## config.mk

```make
export PLATFORM = sky130hd
export DESIGN_NAME = rv_lsu
export DESIGN_NICKNAME = d
export VERILOG_FILES = /design/src/rv_pkg.sv /design/src/rv_lsu.sv
export SDC_FILE = /design/constraint.sdc
export NUM_CORES = 1
export LEC_CHECK = 0
export ABC_AREA = 1
export BUFFER_PORTS_ARGS = -buffer_cell sky130_fd_sc_hd__buf_2
export CORE_AREA = 2 2 158 160
export CTS_CLUSTER_SIZE = 40
export DETAILED_ROUTE_END_ITERATION = 10
export DIE_AREA = 0 0 160 162
export GPL_TIMING_DRIVEN = 1
export PLACE_DENSITY = 0.65
export SLEW_MARGIN = 5
export SYNTH_ARGS = -nofsm -noshare
export SYNTH_HDL_FRONTEND = slang
export SYNTH_SLANG_ARGS = --single-unit
```

## constraint.sdc

```tcl
create_clock -name clk -period 2.7 [get_ports clk]
set_clock_uncertainty 0.1 [all_clocks]
set_input_delay 0.54 -clock clk [delete_from_list [all_inputs] [get_ports clk]]
set_output_delay 0.54 -clock clk [all_outputs]
set_load 0.05 [all_outputs]
```

## src/rv_pkg.sv

```systemverilog
package rv_pkg;

  // one member per supported instruction
  typedef enum logic [5:0] {
    op_add,
    op_sub,
    op_and,
    op_or,
    op_xor,
    op_slt,
    op_sltu,
    op_sll,
    op_srl,
    op_sra,
    op_addw,
    op_sllw,
    op_addi,
    op_addiw,
    op_slli,
    op_srai,
    op_lui,
    op_auipc,
    op_jal,
    op_jalr,
    op_beq,
    op_bne,
    op_ld,
    op_lw,
    op_lbu,
    op_sd,
    op_sh,
    op_ebreak,
    op_illegal
  } rv_op_e;

  typedef enum logic [3:0] {
    alu_add,
    alu_sub,
    alu_and,
    alu_or,
    alu_xor,
    alu_slt,
    alu_sltu,
    alu_sll,
    alu_srl,
    alu_sra,
    alu_addw,
    alu_sllw
  } alu_mode_e;

  typedef struct packed {
    rv_op_e      op;
    alu_mode_e   alu_mode;
    logic [4:0]  rd;
    logic [4:0]  rs1;
    logic [4:0]  rs2;
    logic [63:0] imm;
    logic        use_imm;
    logic        reg_write;
    logic        is_load;
    logic        is_store;
    logic        is_branch;
    logic        is_jump;
  } dec_t;

  typedef enum logic [2:0] {
    mem_ld,
    mem_lw,
    mem_lbu,
    mem_sd,
    mem_sh
  } mem_op_e;

  typedef struct packed {
    mem_op_e     kind;
    logic [63:0] addr;
    logic [63:0] wdata;
  } mem_req_t;

  typedef struct packed {
    logic        cyc;
    logic        stb;
    logic        we;
    logic [63:0] adr;
    logic [63:0] dat;
    logic [7:0]  sel;
  } wb_m2s_t;

endpackage
```

## src/rv_lsu.sv

```systemverilog
module rv_lsu import rv_pkg::*; (
  input  logic        clk,
  input  logic        rst,
  input  logic        mem_start,
  input  mem_req_t    mem_req,
  output logic        mem_done,
  output logic [63:0] load_data,
  output wb_m2s_t     dbus_m2s,
  input  logic        dbus_ack,
  input  logic [63:0] dbus_dat
);

  logic        cyc;
  logic        we_q;
  logic [63:0] adr_q;
  logic [63:0] dat_q;
  logic [7:0]  sel_q;
  logic [2:0]  off_q;
  mem_op_e     kind_q;
  logic [7:0]  sel;
  logic [63:0] wdata;
  logic [31:0] word;
  logic [63:0] lane_bytes;

  always_comb begin
    wdata = mem_req.wdata;
    case (mem_req.kind)
      mem_lw:  sel = mem_req.addr[2] ? 8'hf0 : 8'h0f;
      mem_lbu: sel = 8'h01 << mem_req.addr[2:0];
      mem_sh: begin
        sel   = 8'h03 << {mem_req.addr[2:1], 1'b0};
        wdata = {48'd0, mem_req.wdata[15:0]} << {mem_req.addr[2:1], 4'b0000};
      end
      default: sel = 8'hff;
    endcase
  end

  always_ff @(posedge clk) begin
    if (rst) begin
      cyc      <= 1'b0;
      mem_done <= 1'b0;
    end else begin
      mem_done <= cyc && dbus_ack;
      if (mem_start) begin
        cyc <= 1'b1;
      end else if (dbus_ack) begin
        cyc <= 1'b0;
      end
    end
  end

  // request held steady for the whole bus cycle
  always_ff @(posedge clk) begin
    if (mem_start) begin
      kind_q <= mem_req.kind;
      off_q  <= mem_req.addr[2:0];
      adr_q  <= {mem_req.addr[63:3], 3'b000};
      we_q   <= (mem_req.kind == mem_sd) || (mem_req.kind == mem_sh);
      sel_q  <= sel;
      dat_q  <= wdata;
    end
  end

  assign word       = off_q[2] ? dbus_dat[63:32] : dbus_dat[31:0];
  assign lane_bytes = dbus_dat >> {off_q, 3'b000};

  always_ff @(posedge clk) begin
    if (cyc && dbus_ack) begin
      case (kind_q)
        mem_lw:  load_data <= {{32{word[31]}}, word};
        mem_lbu: load_data <= {56'd0, lane_bytes[7:0]};
        default: load_data <= dbus_dat;
      endcase
    end
  end

  assign dbus_m2s.cyc = cyc;
  assign dbus_m2s.stb = cyc;
  assign dbus_m2s.we  = we_q;
  assign dbus_m2s.adr = adr_q;
  assign dbus_m2s.dat = dat_q;
  assign dbus_m2s.sel = sel_q;

endmodule

```

==> metrics.txt <==
run status complete, no violations; Syn Inst Count 800; routed vias/inst ~4.8; IO Count 403; synth unique cells 25; initial antenna violation count 4; TritonCTS clock tree built; Async S/R FF share, synth 0%; final std cells w/o fill 1531; register bit total from synthesis 206; CTS Sinks approximately 210; yosys warns 0; share of layout cells above drive strength 1 38.84%; Synth area leaders edfxtp_1 (69%), nand2_1 (8.1%), o21ai_0 (6.4%); DR top layer met5; die area 25920 um^2; Netlist Area Pre-Place between 8000 and 9000 um^2; H-tree depth 1; Mean Syn Cell Area 11.12 um^2; met3 wire length between 2000 and 3000 um; Post CTS Setup Buffer Count 0; Routed WL per cell 17.51 um; most frequently used flop master after synthesis edfxtp_1; 1st-iter DRT viols 455; leakage 5.390 nW; clk buf depth 3; maxcap violations 0; Synth top area share 68.84%; Slew headroom approximately a third; M1 wire length 9999 um; Yosys top cell by area edfxtp_1; WL final 26810 um; Critical Path AT 2.26 ns; die height around 160 um; routability-driven placement congestion ratio 0.8149; cts repair resizes 0; fin nets 1390; Die Wd 160 um; largest net degree at the start of global routing 54; Num CTS Buffers 23; first-pass GRT wire length 40240 um; final slew viol count 0; Initial Utilization 36.91%; post-DP HPWL 19750 um; hold crit path type in -> reg; worst slack, placed 0.5497 ns; first-pass iteration count of the detailed router 5; register area share after synthesis 69.29%; TNS Setup 0 ns; port buffer count 399; fillers 2271; final hold vios 0; FMAX about 470 MHz; vias in the first global route 7161; hold_ws roughly 0.091 ns; DR vias approximately 7300; worst-skew pair later-pin latency 0.51 ns; final setup fails 0; clock period minus worst slack 2.116 ns; routed wl met2 13330 um; crit path max fanout slightly above 50; worst setup path class reg -> reg; Final Worst Setup Slack 0.5843 ns; Core Area 24110 um^2; Post-synth EDFFs 204; Area Overhead vs Synth 33.97%; ANT nets after route 0; period utilisation layout a little under 80%; DRC 0; total track usage approximately 20%; Inst Count DP 1490; RSZ-0062 raised after global routing false; Hold Buf Count CTS 0; Worst Tran Pin Value 1.026 ns; Pwr Density 714.3 nW/um^2; residual overflow from global routing 0; critical path data required time 2.84 ns; VDD IR max between 0.5 and 0.6 mV; Setup crit end kind flip-flop; num rows 57; Reg clk slew, reported paths 0.06 ns; Critical Path Source Type flip-flop; CTS root buf clkbuf_16
[cell type report]
class	instances	area [um^2]	area share, %
Inverter	104	392.9	3.296
Tap cell	324	405.4	3.401
Clock buffer	32	629.4	5.279
Sequential cell	206	6166	51.72
Timing Repair Buffer	410	2148	18.02
Multi-Input combinational cell	446	2105	17.65
Antenna cell	2	5.005	0.04198
Clock inverter	7	70.07	0.5877
[path summary, 6_finish.rpt]
kind	slack, ns	depth (start not counted)	endpoint	startpoint
worst max register to register	0.58	5	load_data[53]	kind_q[2]
worst min-delay path	0.09	2	cyc	rst
worst min register to register	0.43	2	mem_done	cyc
worst max-delay path	0.58	5	load_data[53]	kind_q[2]
[metrics by stage]
stage	total power, mW	area, um^2	util (%)
after global routing	8.831	11920	49.46
after detailed placement	5.623	11220	46.53
after floorplan	5.080	8906	-
after CTS	8.602	11920	49.43
final	8.516	11920	49.46
after global placement	5.608	11220	46.53
[placed cells by master (no fill, tap or decap), types with 3 or more instances in the layout]
master     synthesis  routed
buf_2             22     398
clkbuf_16          0      23
clkbuf_1          13       7
o21ai_1           19      19
nand3_4            3       3
o21ai_0          114     114
nand4_1            8       8
inv_2              2       3
nand2_1          191     191
buf_4              6       6
conb_1             1       3
buf_12             0       5
o21ai_2           15      14
edfxtp_1         204     204
inv_1            101     100
nand3_1           65      65
nor2_1            21      20
[registers in the layout (all words and copies together) (netlist names)]
register   cells
we_q           1
mem_done       1
adr_q         61
sel_q          8
load_data     64
off_q          3
kind_q         3
dat_q         64
cyc            1
[cell usage after synthesis, types with 2 or more instances]
cell type / number
edfxtp_1: 204
nand2_1: 191
o21ai_0: 114
inv_1: 101
nand3_1: 65
buf_2: 22
nor2_1: 21
o21ai_1: 19
o21ai_2: 15
clkbuf_1: 13
nand4_1: 8
buf_4: 6
buf_6: 4
nand3_4: 3
and2_1: 2
dfxtp_1: 2
inv_2: 2
[where the power goes]
part           switching [mW]  internal [mW]
Clock                    1.24           1.72
Sequential             0.0772           3.79
Combinational            1.28          0.393
Total                    2.61           5.91
[per-layer routing]
metal | vias up | GRT usage (%)
li1 | 3499 | -
met3 | 54 | 6.461
met4 | 2 | 6.634
met2 | 399 | 35.18
met5 | - | 0
met1 | 3376 | 23.21
[kinds of logic after synthesis]
logic type      Yosys count  synth area share [%]
buf+inv                 150                 7.255
flops                   206                 69.29
simple gates            293                 14.22
other cells               1               0.04214
compound gates          150                 9.196
[worst max-delay path, cell delays in order (launching register included)]
cell	delay, ns
edfxtp_1	0.35
inv_1	0.07
nand2_1	0.10
o21ai_4	0.80
buf_4	0.33
o21ai_0	0.10
No activity file was read; power rests on OpenSTA's default activity.
