## src/rv_pkg.sv

```systemverilog
package rv_pkg;

  // one member per supported instruction
  typedef enum logic [5:0] {
    op_add,
    op_sub,
    op_and,
    op_or,
    op_xor,
    op_slt,
    op_sltu,
    op_sll,
    op_srl,
    op_sra,
    op_addw,
    op_sllw,
    op_addi,
    op_addiw,
    op_slli,
    op_srai,
    op_lui,
    op_auipc,
    op_jal,
    op_jalr,
    op_beq,
    op_bne,
    op_ld,
    op_lw,
    op_lbu,
    op_sd,
    op_sh,
    op_ebreak,
    op_illegal
  } rv_op_e;

  typedef enum logic [3:0] {
    alu_add,
    alu_sub,
    alu_and,
    alu_or,
    alu_xor,
    alu_slt,
    alu_sltu,
    alu_sll,
    alu_srl,
    alu_sra,
    alu_addw,
    alu_sllw
  } alu_mode_e;

  typedef struct packed {
    rv_op_e      op;
    alu_mode_e   alu_mode;
    logic [4:0]  rd;
    logic [4:0]  rs1;
    logic [4:0]  rs2;
    logic [63:0] imm;
    logic        use_imm;
    logic        reg_write;
    logic        is_load;
    logic        is_store;
    logic        is_branch;
    logic        is_jump;
  } dec_t;

  typedef enum logic [2:0] {
    mem_ld,
    mem_lw,
    mem_lbu,
    mem_sd,
    mem_sh
  } mem_op_e;

  typedef struct packed {
    mem_op_e     kind;
    logic [63:0] addr;
    logic [63:0] wdata;
  } mem_req_t;

  typedef struct packed {
    logic        cyc;
    logic        stb;
    logic        we;
    logic [63:0] adr;
    logic [63:0] dat;
    logic [7:0]  sel;
  } wb_m2s_t;

endpackage
```

## src/rv_decode.sv

```systemverilog
module rv_decode import rv_pkg::*; (
  input  logic [31:0] instr,
  output dec_t        dec
);

  logic [6:0]  opcode;
  logic [2:0]  funct3;
  logic [6:0]  funct7;
  logic [63:0] imm_i;
  logic [63:0] imm_s;
  logic [63:0] imm_b;
  logic [63:0] imm_u;
  logic [63:0] imm_j;
  rv_op_e      op;

  assign opcode = instr[6:0];
  assign funct3 = instr[14:12];
  assign funct7 = instr[31:25];

  assign imm_i = {{52{instr[31]}}, instr[31:20]};
  assign imm_s = {{52{instr[31]}}, instr[31:25], instr[11:7]};
  assign imm_b = {{52{instr[31]}}, instr[7], instr[30:25], instr[11:8], 1'b0};
  assign imm_u = {{32{instr[31]}}, instr[31:12], 12'h000};
  assign imm_j = {{44{instr[31]}}, instr[19:12], instr[20], instr[30:21], 1'b0};

  always_comb begin
    op = op_illegal;
    case (opcode)
      7'b0110011: begin
        case ({funct7, funct3})
          10'b0000000_000: op = op_add;
          10'b0100000_000: op = op_sub;
          10'b0000000_001: op = op_sll;
          10'b0000000_010: op = op_slt;
          10'b0000000_011: op = op_sltu;
          10'b0000000_100: op = op_xor;
          10'b0000000_101: op = op_srl;
          10'b0100000_101: op = op_sra;
          10'b0000000_110: op = op_or;
          10'b0000000_111: op = op_and;
          default:         op = op_illegal;
        endcase
      end
      7'b0111011: begin
        if ({funct7, funct3} == 10'b0000000_000) begin
          op = op_addw;
        end else if ({funct7, funct3} == 10'b0000000_001) begin
          op = op_sllw;
        end
      end
      7'b0010011: begin
        // rv64 shifts carry a six bit shamt, so funct6 is checked
        if (funct3 == 3'd0) begin
          op = op_addi;
        end else if (funct3 == 3'd1 && instr[31:26] == 6'b000000) begin
          op = op_slli;
        end else if (funct3 == 3'd5 && instr[31:26] == 6'b010000) begin
          op = op_srai;
        end
      end
      7'b0011011: op = (funct3 == 3'd0) ? op_addiw : op_illegal;
      7'b0110111: op = op_lui;
      7'b0010111: op = op_auipc;
      7'b1101111: op = op_jal;
      7'b1100111: op = (funct3 == 3'd0) ? op_jalr : op_illegal;
      7'b1100011: begin
        if (funct3 == 3'd0) begin
          op = op_beq;
        end else if (funct3 == 3'd1) begin
          op = op_bne;
        end
      end
      7'b0000011: begin
        case (funct3)
          3'd3:    op = op_ld;
          3'd2:    op = op_lw;
          3'd4:    op = op_lbu;
          default: op = op_illegal;
        endcase
      end
      7'b0100011: begin
        if (funct3 == 3'd3) begin
          op = op_sd;
        end else if (funct3 == 3'd1) begin
          op = op_sh;
        end
      end
      7'b1110011: op = (instr == 32'h0010_0073) ? op_ebreak : op_illegal;
      default:    op = op_illegal;
    endcase
  end

  always_comb begin
    dec.op        = op;
    dec.rs1       = instr[19:15];
    dec.rs2       = instr[24:20];
    dec.is_load   = op inside {op_ld, op_lw, op_lbu};
    dec.is_store  = op inside {op_sd, op_sh};
    dec.is_branch = op inside {op_beq, op_bne};
    dec.is_jump   = op inside {op_jal, op_jalr};
    dec.use_imm   = op inside {op_addi, op_addiw, op_slli, op_srai, op_auipc, op_jal,
                               op_jalr, op_ld, op_lw, op_lbu, op_sd, op_sh};
    dec.reg_write = !(dec.is_store || dec.is_branch || op == op_ebreak || op == op_illegal);
    dec.rd        = dec.reg_write ? instr[11:7] : 5'd0;

    case (op)
      op_sd, op_sh:     dec.imm = imm_s;
      op_beq, op_bne:   dec.imm = imm_b;
      op_lui, op_auipc: dec.imm = imm_u;
      op_jal:           dec.imm = imm_j;
      default:          dec.imm = imm_i;
    endcase

    case (op)
      op_sub, op_beq, op_bne: dec.alu_mode = alu_sub;
      op_and:                 dec.alu_mode = alu_and;
      op_or:                  dec.alu_mode = alu_or;
      op_xor:                 dec.alu_mode = alu_xor;
      op_slt:                 dec.alu_mode = alu_slt;
      op_sltu:                dec.alu_mode = alu_sltu;
      op_sll, op_slli:        dec.alu_mode = alu_sll;
      op_srl:                 dec.alu_mode = alu_srl;
      op_sra, op_srai:        dec.alu_mode = alu_sra;
      op_addw, op_addiw:      dec.alu_mode = alu_addw;
      op_sllw:                dec.alu_mode = alu_sllw;
      default:                dec.alu_mode = alu_add;
    endcase
  end

endmodule

```

## config.mk

```make
export PLATFORM = sky130hd
export DESIGN_NAME = rv_decode
export DESIGN_NICKNAME = d
export VERILOG_FILES = /design/src/rv_pkg.sv /design/src/rv_decode.sv
export SDC_FILE = /design/constraint.sdc
export NUM_CORES = 1
export LEC_CHECK = 0
export BUFFER_PORTS_ARGS = -buffer_cell sky130_fd_sc_hd__buf_4
export CORE_UTILIZATION = 47
export DETAILED_ROUTE_END_ITERATION = 10
export PLACE_DENSITY = 0.91
export SLEW_MARGIN = 20
export SYNTH_ARGS = -nofsm -noshare
export SYNTH_HDL_FRONTEND = slang
export SYNTH_SLANG_ARGS = --single-unit
```

## constraint.sdc

```tcl
create_clock -name vclk -period 4.4
set_input_delay 0 -clock vclk [all_inputs]
set_output_delay 0 -clock vclk [all_outputs]
set_load 0.01 [all_outputs]
```

==> key figures <==
STA
  – Slew Limit Fails: 0
  – Post-route clock period utilization: about four fifths
  – Max-slew headroom: 52.3%
  – Setup TNS: 0 ns
  – Min Hold Slack: 0.204 ns
  – Final hold viol count: 0
  – Min Tclk post-route: 3.58 ns
  – Slew @ Worst Pin: 0.713 ns
  – Fmax: 0.279 GHz
  – # setup viols final: 0
  – Final WS setup: 0.817 ns
  – RSZ-0062 raised after global routing: no

Finish
  – Fillers: 321
  – Seq_cells: 0
  – Design area: 0.00231 mm²
  – Layout area overhead: 34.3%
  – Diodes inserted: 0
  – Multi-input logic area: between 0.001 and 0.0015 mm²
  – Proportion of layout cells with a drive suffix above 1: 44.4%
  – Reg area: 0 µm²
  – CLK BUF: 0
  – Layout Utilization: 67.7%
  – Final net count: 358

Power
  – Worst vdd ir: between 0.00003 and 0.00004 V
  – Pwr Density: approximately 93 mW/mm²
  – Total leakage power: 1.15 nW

Drt
  – DRC viols: 0
  – Routed length per instance: 16.1 µm
  – DR iter-0 viols: 235
  – Post-route ant nets: 0
  – Final wirelength: 5890 µm
  – Pre-antenna DRT Iters: 8
  – DR vias/cell: 5.99
  – Vias: between 2000 and 2500

Critical path
  – CP Class: input pin to primary output
  – Required @ worst endpoint: about 4.4 ns
  – CP startpoint kind: input pin
  – Critical path fanouts, max: 17
  – Nature of the critical path endpoint: primary output
  – Critical Path AT: 3.58 ns

Die
  – Die width: 62.5 µm
  – Std-Cell Rows: 21
  – Core area: between 0.003 and 0.004 mm²
  – Die Area: 0.00391 mm²
  – Initial Utilization: between 50% and 60%
  – Die height: 62.5 µm
  – I/O pins: 127

CTS
  – Setup repair bufs after CTS: 0
  – CTS Hold Bufs: 0
  – Post-CTS Resized: 0

Placed design
  – GPL Wtd Cong: about 0.93
  – DP Area: about 0.0023 mm²
  – Port Buf Inserts: 126
  – HPWL after DPL: between 4000 and 5000 µm
  – Place WS: 0.956 ns

Global route
  – Initial antenna violation count: 0
  – GR Util All Layers: 29.0%
  – Vias in the first global route: 1889
  – Pin count of the biggest net entering global routing: 40
  – Global-route wire length before repair: between 9000 and 10000 µm
  – Total grt overflow: 0

Outcome
  – Status: finished, final reports clean

Hold path
  – Worst Hold Class: input pin to primary output

Logic synthesis
  – Syn Nets: between 200 and 300
  – Cells after Synth: 259
  – Synthesized area: 0.00172 mm²
  – Leading area contributor after synthesis: buf_4
  – Top-area cell type share of the netlist area: 19.2%
  – Post-Syn Area per Cell: between 6 and 7 µm²
  – Sequential element share of the synthesized area: 0%
  – Synth Warn #: 0
  – Synth area leaders: buf_4, a21o_1, a41o_1
  – Synth cell types: 62

Job
  – Max Cap Viol: 0
layer usage:
layer	part of all wire, %	routed length, µm	track usage [%]
met1	41	2430	40.1
met2	49	2910	48.2
met3	8.7	515	3.65
met4	0.68	40	4.94
met5	0	0	0
final timing paths:
path / cells after the start / slack (ns) / startpoint / end
max: 14 / 0.82 / instr[27] / dec[25]
min: 2 / 0.20 / instr[15] / dec[75]
layout make-up:
class,instances,share of cell area (%)
Multi-Input combinational cell,185,55.0
Timing Repair Buffer,127,41.3
Tap cell,46,2.49
Inverter,8,1.30
kinds of logic after synthesis:
family	share of synthesized area, %
other	0.218
xor gates and xnor gates	2.04
muxes	0.654
buffers and inverters	26.2
and+or+nand+nor	35.2
adders and majority gates	2.91
AOI/OAI and AO/OA	32.8
critical path: stages:
cell and delay, ns:
buf_4 0.12, nor4_1 0.59, nand2_1 0.11, nor4_1 0.52, a31oi_1 0.15, nand2_1 0.08
a21oi_1 0.08, inv_1 0.17, ha_1 0.52, or3_1 0.36, nand3_1 0.15, and2_1 0.30
a41o_1 0.27, buf_4 0.15
metrics by stage:
stage               std cells  power [mW]
global route              366       0.230
global placement          366       0.209
CTS                       366       0.213
floorplan                 259       0.128
detailed placement        366       0.212
finish                    366       0.215
power by group:
group	internal, mW	leakage [nW]	switching [mW]
combinational	0.103	1.15	0.112
sequential	0	0	0
clock	0	0	0
cell usage in the layout (no fill, tap or decap), types with 4 or more instances in the layout:
master     n
and2_1     8
nand3_1   10
a22o_1     5
nor4_1     4
o21a_1     7
inv_1      5
nor3_1    10
buf_4    127
and3_1     4
a31oi_1    6
o21ai_0    9
nor2_1    15
nand4_1    6
a41o_1     7
a21o_1    13
a21oi_1    5
nand2_1   18
ha_1       4
cell usage after synthesis, types with 4 or more instances:
| master | number |
|---|---|
| a31oi_1 | 6 |
| nand3_1 | 10 |
| nor3_1 | 10 |
| a21oi_1 | 5 |
| nor4_1 | 4 |
| buf_2 | 6 |
| a21o_1 | 13 |
| o21ai_0 | 9 |
| and3_1 | 4 |
| a41o_1 | 7 |
| o21a_1 | 7 |
| buf_4 | 44 |
| nor2_1 | 15 |
| ha_1 | 4 |
| and2_1 | 8 |
| a22o_1 | 5 |
| clkbuf_1 | 15 |
| inv_1 | 5 |
| nand2_1 | 18 |
| nand4_1 | 6 |
No activity file was read; power rests on OpenSTA's default activity.
