### src/rv_pkg.sv
package rv_pkg;

  // one member per supported instruction
  typedef enum logic [5:0] {
    op_add,
    op_sub,
    op_and,
    op_or,
    op_xor,
    op_slt,
    op_sltu,
    op_sll,
    op_srl,
    op_sra,
    op_addw,
    op_sllw,
    op_addi,
    op_addiw,
    op_slli,
    op_srai,
    op_lui,
    op_auipc,
    op_jal,
    op_jalr,
    op_beq,
    op_bne,
    op_ld,
    op_lw,
    op_lbu,
    op_sd,
    op_sh,
    op_ebreak,
    op_illegal
  } rv_op_e;

  typedef enum logic [3:0] {
    alu_add,
    alu_sub,
    alu_and,
    alu_or,
    alu_xor,
    alu_slt,
    alu_sltu,
    alu_sll,
    alu_srl,
    alu_sra,
    alu_addw,
    alu_sllw
  } alu_mode_e;

  typedef struct packed {
    rv_op_e      op;
    alu_mode_e   alu_mode;
    logic [4:0]  rd;
    logic [4:0]  rs1;
    logic [4:0]  rs2;
    logic [63:0] imm;
    logic        use_imm;
    logic        reg_write;
    logic        is_load;
    logic        is_store;
    logic        is_branch;
    logic        is_jump;
  } dec_t;

  typedef enum logic [2:0] {
    mem_ld,
    mem_lw,
    mem_lbu,
    mem_sd,
    mem_sh
  } mem_op_e;

  typedef struct packed {
    mem_op_e     kind;
    logic [63:0] addr;
    logic [63:0] wdata;
  } mem_req_t;

  typedef struct packed {
    logic        cyc;
    logic        stb;
    logic        we;
    logic [63:0] adr;
    logic [63:0] dat;
    logic [7:0]  sel;
  } wb_m2s_t;

endpackage
### src/rv_fetch.sv
module rv_fetch import rv_pkg::*; #(
  parameter logic [63:0] reset_pc = 64'h0
) (
  input  logic        clk,
  input  logic        rst,
  input  logic        take,
  input  logic [63:0] next_pc,
  output logic [31:0] instr,
  output logic        instr_valid,
  output wb_m2s_t     ibus_m2s,
  input  logic        ibus_ack,
  input  logic [63:0] ibus_dat,
  output logic [63:0] pc
);

  logic start;
  logic cyc;

  always_ff @(posedge clk) begin
    if (rst) begin
      pc          <= reset_pc;
      cyc         <= 1'b0;
      instr_valid <= 1'b0;
      start       <= 1'b1;
    end else begin
      start <= 1'b0;
      // first fetch after reset, then one per retired instruction
      if (start || take) begin
        cyc <= 1'b1;
      end else if (cyc && ibus_ack) begin
        cyc <= 1'b0;
      end
      if (take) begin
        pc          <= next_pc;
        instr_valid <= 1'b0;
      end else if (cyc && ibus_ack) begin
        instr_valid <= 1'b1;
      end
    end
  end

  // pick the half of the doubleword addressed by pc
  always_ff @(posedge clk) begin
    if (cyc && ibus_ack) begin
      instr <= pc[2] ? ibus_dat[63:32] : ibus_dat[31:0];
    end
  end

  assign ibus_m2s.cyc = cyc;
  assign ibus_m2s.stb = cyc;
  assign ibus_m2s.we  = 1'b0;
  assign ibus_m2s.adr = {pc[63:3], 3'b000};
  assign ibus_m2s.dat = '0;
  assign ibus_m2s.sel = 8'hff;

endmodule

### config.mk
export PLATFORM = sky130hd
export DESIGN_NAME = rv_fetch
export DESIGN_NICKNAME = d
export VERILOG_FILES = /design/src/rv_pkg.sv /design/src/rv_fetch.sv
export SDC_FILE = /design/constraint.sdc
export NUM_CORES = 1
export LEC_CHECK = 0
export BUFFER_PORTS_ARGS = -buffer_cell sky130_fd_sc_hd__buf_2
export CAP_MARGIN = 20
export CORE_AREA = 3 3 144 146
export DETAILED_ROUTE_END_ITERATION = 8
export DIE_AREA = 0 0 147 149
export GPL_TIMING_DRIVEN = 0
export PLACE_DENSITY_LB_ADDON = 0.12
export SLEW_MARGIN = 20
export SYNTH_ARGS = -nofsm -noshare
export SYNTH_HDL_FRONTEND = slang
export SYNTH_SLANG_ARGS = --single-unit
### constraint.sdc
create_clock -name clk -period 1.46 [get_ports clk]
set_input_delay 0.292 -clock clk [delete_from_list [all_inputs] [get_ports clk]]
set_output_delay 0.292 -clock clk [all_outputs]
set_load 0.02 [all_outputs]
==> impl_metrics.yaml, run 1 <==
die:
  die_y_um: 149
  core-area_mm2: 0.0195
  start_util_pct: 24.7
  fp-row-count: 51
  pin_count: 368
  die_w_um: 147
  die-area_mm2: 0.0219
finish:
  antenna_cells: 0
  seq_area_mm2: 0.00230
  area_growth_pct: 48.8
  final_cell_area_mm2: 0.00717
  layout-drive-gt1-share_pct: 60.9
  nNetsFinal: 932
  utilization_pct: 36.7
  fin_cells: 1070
  fillers: 2046
  multi_input_area_mm2: 0.00156
clocking:
  clockBufferDepth: 2
  cts_sinks: 99
  cts-buffers-inserted: 9
  clock_latency_ns: 0.34
  cts_tree: "yes"
  h-tree-depth: 3
  cts.clk_slew.worst_paths_ns: 0.07
  cts_root_buf: "clkbuf_16"
  cts_hold_buffers: 0
logic_synthesis:
  synth.area.top_cells: "dfxtp_1 28%, buf_4 22%, edfxtp_1 20%"
  yosysSeqAreaShare_pct: 47.8
  ys_warn_count: 0
  synthCells: 425
  syn_area_mm2: 0.00482
  synth_common_cells: "141 x buf_4, 67 x dfxtp_1, 65 x nor2_1"
  synth_flop_cell: "dfxtp_1"
  syn_area_per_cell_um2: 11.3
  synthDistinctLibCells: 15
  ys_async_sr_fraction_pct: 0
  yosysMostFrequentCell: "buf_4"
  yosys.area.top_type_share_pct: 27.8
  synth_edf_count: 32
  yosys.area.top_type: "dfxtp_1"
  synth_seq_cells: 99
global_route:
  grt_overflow: 0
  first_global_vias: 3857
  antenna_found_initial: 0
  grt_max_degree: 33
  grt_usage_pct: 11.6
  grt_pass1_wl_um: 20000
placement:
  dp_hpwl_um: 11200
  placed_cell_area_mm2: 0.00688
  dp.cells: 1054
  routabilityCongestion: 0.749
  port_buffers: 290
routing:
  vias_per_cell: 3.60
  ant_nets: 0
  routed_wl_um: 13500
  vias: 3852
  drt-initial-drc-count: 44
  drc_errors: 0
  dr.pass1.iters: 4
  post_drt_wl_per_cell_um: 12.6
power_and_ir_drop:
  peakVddDrop_mv: 0.401
  power_mw: 7.06
  power_leakage_nw: 3.97
  power_density_mw_per_mm2: 985
setup_path:
  end_kind: "output pin"
  max_stage_delay_ns: 0.41
  cp_slowest_cell: "dfxtp_1"
  arrival_ns: 1.03
  crit_path_max_fanout: 5
  r2r_cells: 3
  worst-path-buf-inv: 2
  path_cells: "buf_4 > buf_2"
  cp-start-kind: "flip-flop"
  cp.depth: 2
  path_delay_family: "flip-flops"
  crit_type: "flip-flop to output pin"
  required_ns: 1.17
sta:
  post-route-period-util_pct: 90.3
  final-hold-violation-count: 0
  clock.fmax_mhz: 759
  layout_min_cycle_time_ns: 1.32
  setup_violations: 0
  drv_slew: 0
  fin_skew_ns: 0.00626
  rsz0062_at_grt: "false"
flow_run:
  cap_violations: 0
min_path:
  whs_path_depth: 1
  hold_class: "input pin to flip-flop"
status:
  status: "finished, final reports clean"
## per-layer routing
metal	GRT usage, %	share of wire, %	up-vias
met5	0	0	-
met4	4.19	1.5	0
met3	3.80	9.5	11
met2	20.8	51	202
met1	12.8	38	1700
li1	-	-	1939
## through the flow
stage / TNS, ns / hold WS, ns / setup slack (ns)
final: 0 / 0.139 / 0.142
after global routing: 0 / 0.139 / 0.0711
after CTS: 0 / 0.133 / 0.105
after detailed placement: -1.18 / 0.463 / -0.0393
after global placement: -0.944 / 0.464 / -0.0314
after floorplan: 0 / 0.320 / 0.0998
## kinds of logic (layout without fill, tap and decap cells)
kind of cell,Yosys count,in the layout,share of synthesized area (%)
AOI/OAI and AO/OA,2,2,0.208
and+or+nand+nor,68,68,5.43
other,2,76,0.156
buffers and inverters,158,464,25.7
DFF,99,99,47.8
muxes,96,96,20.8
## sequential cells by signal, indices dropped and copies added (netlist names)
name and count:
start 1, pc 64, instr_valid 1, cyc 1
instr 32
## layout by cell type, fill, tap and decap left out, types with 2 or more instances in the layout
master and count:
a21oi_1 2, buf_12 5, buf_2 293, buf_4 141
buf_6 4, clkbuf_1 7, clkbuf_16 9, clkinvlp_2 3
conb_1 76, dfxtp_1 67, edfxtp_1 32, mux2_2 32
mux2i_1 64, nor2_1 65
## layout make-up
class / instances / area share, %
clock buffer: 11 / 3.25
tap: 265 / 4.62
clock inverter: 5 / 0.750
multi-input combinational: 242 / 21.8
buffer: 158 / 17.3
timing repair buffer: 290 / 20.2
sequential: 99 / 32.1
## what timing repair did
action                     CTS  global route
setup endpoints to repair   32             0
buffers inserted             0             0
gates resized for setup      1             0
## path summary, 6_finish.rpt
path | slack, ns | from | to
min reg2reg | 0.48 | start | cyc
max | 0.14 | cyc | ibus_m2s[137]
max reg2reg | 0.15 | pc[2] | instr[14]
min | 0.14 | rst | start
## power breakdown
group	switching (mW)	total [mW]	internal, mW
logic	0.875	1.62	0.748
registers	0.0967	3.10	3.01
clock network	1.01	2.33	1.32
total	1.99	7.06	5.08
Note: power is estimated with default switching activity, not from simulation.
==> run 2: changes to the inputs <==
Settings changed: GPL_TIMING_DRIVEN 0 to not set.
==> impl_metrics.yaml, run 2 (synthesis results as in run 1) <==
clocking:
  clockBufferDepth: 2
  cts.clk_slew.worst_paths_ns: 0.07
  cts_sinks: 99
  cts-buffers-inserted: 9
  h-tree-depth: 3
  clock_latency_ns: 0.34
  cts_root_buf: "clkbuf_16"
  cts_hold_buffers: 0
  post_cts_buffers: 0
  cts_tree: "yes"
setup_path:
  cp_slowest_cell: "dfxtp_2"
  path_cells: "buf_12 > buf_2"
  cp-start-kind: "flip-flop"
  worst-path-buf-inv: 2
  max_stage_delay_ns: 0.37
  end_kind: "output pin"
  arrival_ns: 1.06
  r2r_cells: 2
  required_ns: 1.17
  reg2reg_from: "pc[2]"
  rrSetupSlack_ns: 0.19
  path_delay_family: "flip-flops"
  crit_type: "flip-flop to output pin"
  r2r_end: "instr[25]"
  crit_path_max_fanout: 17
die:
  die_w_um: 147
  die-area_mm2: 0.0219
  pin_count: 368
  fp-row-count: 51
  start_util_pct: 24.7
  die_y_um: 149
  core-area_mm2: 0.0195
routing:
  drt-initial-drc-count: 71
  ant_nets: 0
  post_drt_wl_per_cell_um: 13.5
  vias_per_cell: 3.71
  routed_wl_um: 12400
  dr.pass1.iters: 4
  drc_errors: 0
  vias: 3409
power_and_ir_drop:
  power_leakage_nw: 3.22
  power_density_mw_per_mm2: 1110
  peakVddDrop_mv: 0.471
global_route:
  grt_overflow: 0
  grt_usage_pct: 10.6
  grt_pass1_wl_um: 18000
  grt_max_degree: 68
  antenna_found_initial: 0
  first_global_vias: 3250
finish:
  antenna_cells: 0
  layout_common_cells: "290 x buf_2, 76 x conb_1, 66 x dfxtp_1, 65 x nor2_1, 64 x mux2i_1"
  layout-drive-gt1-share_pct: 53.1
  utilization_pct: 31.1
  top_regs: "pc (64), instr (32)"
  nNetsFinal: 781
  fillers: 2079
  mostFrequentLayoutCell: "buf_2"
  regMostFlops: "pc"
  largest_reg_flops: 64
  area_growth_pct: 26.2
sta:
  setup_violations: 0
  timing.hold.ws_ns: 0.173
  clock.fmax_mhz: 737
  final-hold-violation-count: 0
  setup_slack_ns: 0.103
  post-route-period-util_pct: 92.9
  fin_skew_ns: 0.00507
  layout_min_cycle_time_ns: 1.36
  finalSetupTns_ns: 0
  rsz0062_at_grt: "false"
  drv_slew: 0
placement:
  port_buffers: 291
  dp_hpwl_um: 9480
  dp_slack_ns: 0.246
  routabilityCongestion: 0.721
min_path:
  hold_class: "input pin to flip-flop"
  whs_path_depth: 3
  hp-start: "next_pc[43]"
  whs_endpoint: "pc[43]"
status:
  status: "finished, final reports clean"
flow_run:
  cap_violations: 0
==> run 2: cell types whose count changed in the layout (fill, tap and decap cells not counted), moves of 2 or more <==
cell        previous run  this run
buf_4                141         1
clkbuf_1               7         0
buf_6                  4         0
buf_2                293       290
clkinv_2               0         3
clkinvlp_2             3         0
inv_6                  0         2
==> run 2: final cells by class <==
cell class	count	area [um2]	share of cell area [%]
clock buffers	11	264	4.34
multi-input cells	242	1560	25.6
well taps	265	332	5.45
clock inverters	5	32.5	0.535
flip-flops and latches	99	2300	37.9
repair buffers	297	1590	26.2
==> run 2: repair_timing <==
| item | in CTS | in global routing |
|---|---|---|
| resized for setup | 1 | 0 |
| endpoints found under the setup margin | 1 | 0 |
| endpoints found under the hold margin | 0 | 0 |
==> run 2: worst min-delay path: cells and delay by family <==
family                 cells  cell delay, ns
muxes                      1            0.05
and+or+nand+nor            1            0.07
buffers and inverters      1            0.07
==> run 2: stage by stage <==
step	total power, mW	area, um2	std cells
after floorplan	4.29	5100	499
after global placement	4.46	5750	902
after detailed placement	4.47	5750	902
after CTS	6.93	6080	919
after global routing	7.13	6080	919
final	6.78	6080	919
==> run 2: routing by layer <==
metal	vias to the layer above	share of wire [%]	GRT usage [%]
met5	-	0	0
met4	0	2.1	4.99
met3	13	9.9	3.25
met2	207	52	19.4
met1	1558	36	11.1
li1	1631	-	-
==> run 2: how the worst max path moves through the flow <==
stage	startpoint	endpoint	depth (start not counted)
3_5_place_dp	pc[2]	instr[29]	2
3_3_place_gp	pc[2]	instr[17]	2
4_1_cts	pc[2]	pc[2]	2
5_1_grt	pc[2]	pc[2]	2
2_1_floorplan	pc[2]	instr[10]	3
6_report	pc[2]	pc[2]	2
==> run 2: power by group <==
group          switching (mW)  total, mW  internal [mW]
clock                    1.06       2.37           1.31
sequential             0.0892       3.10           3.01
combinational           0.817       1.31          0.492
total                    1.97       6.78           4.81
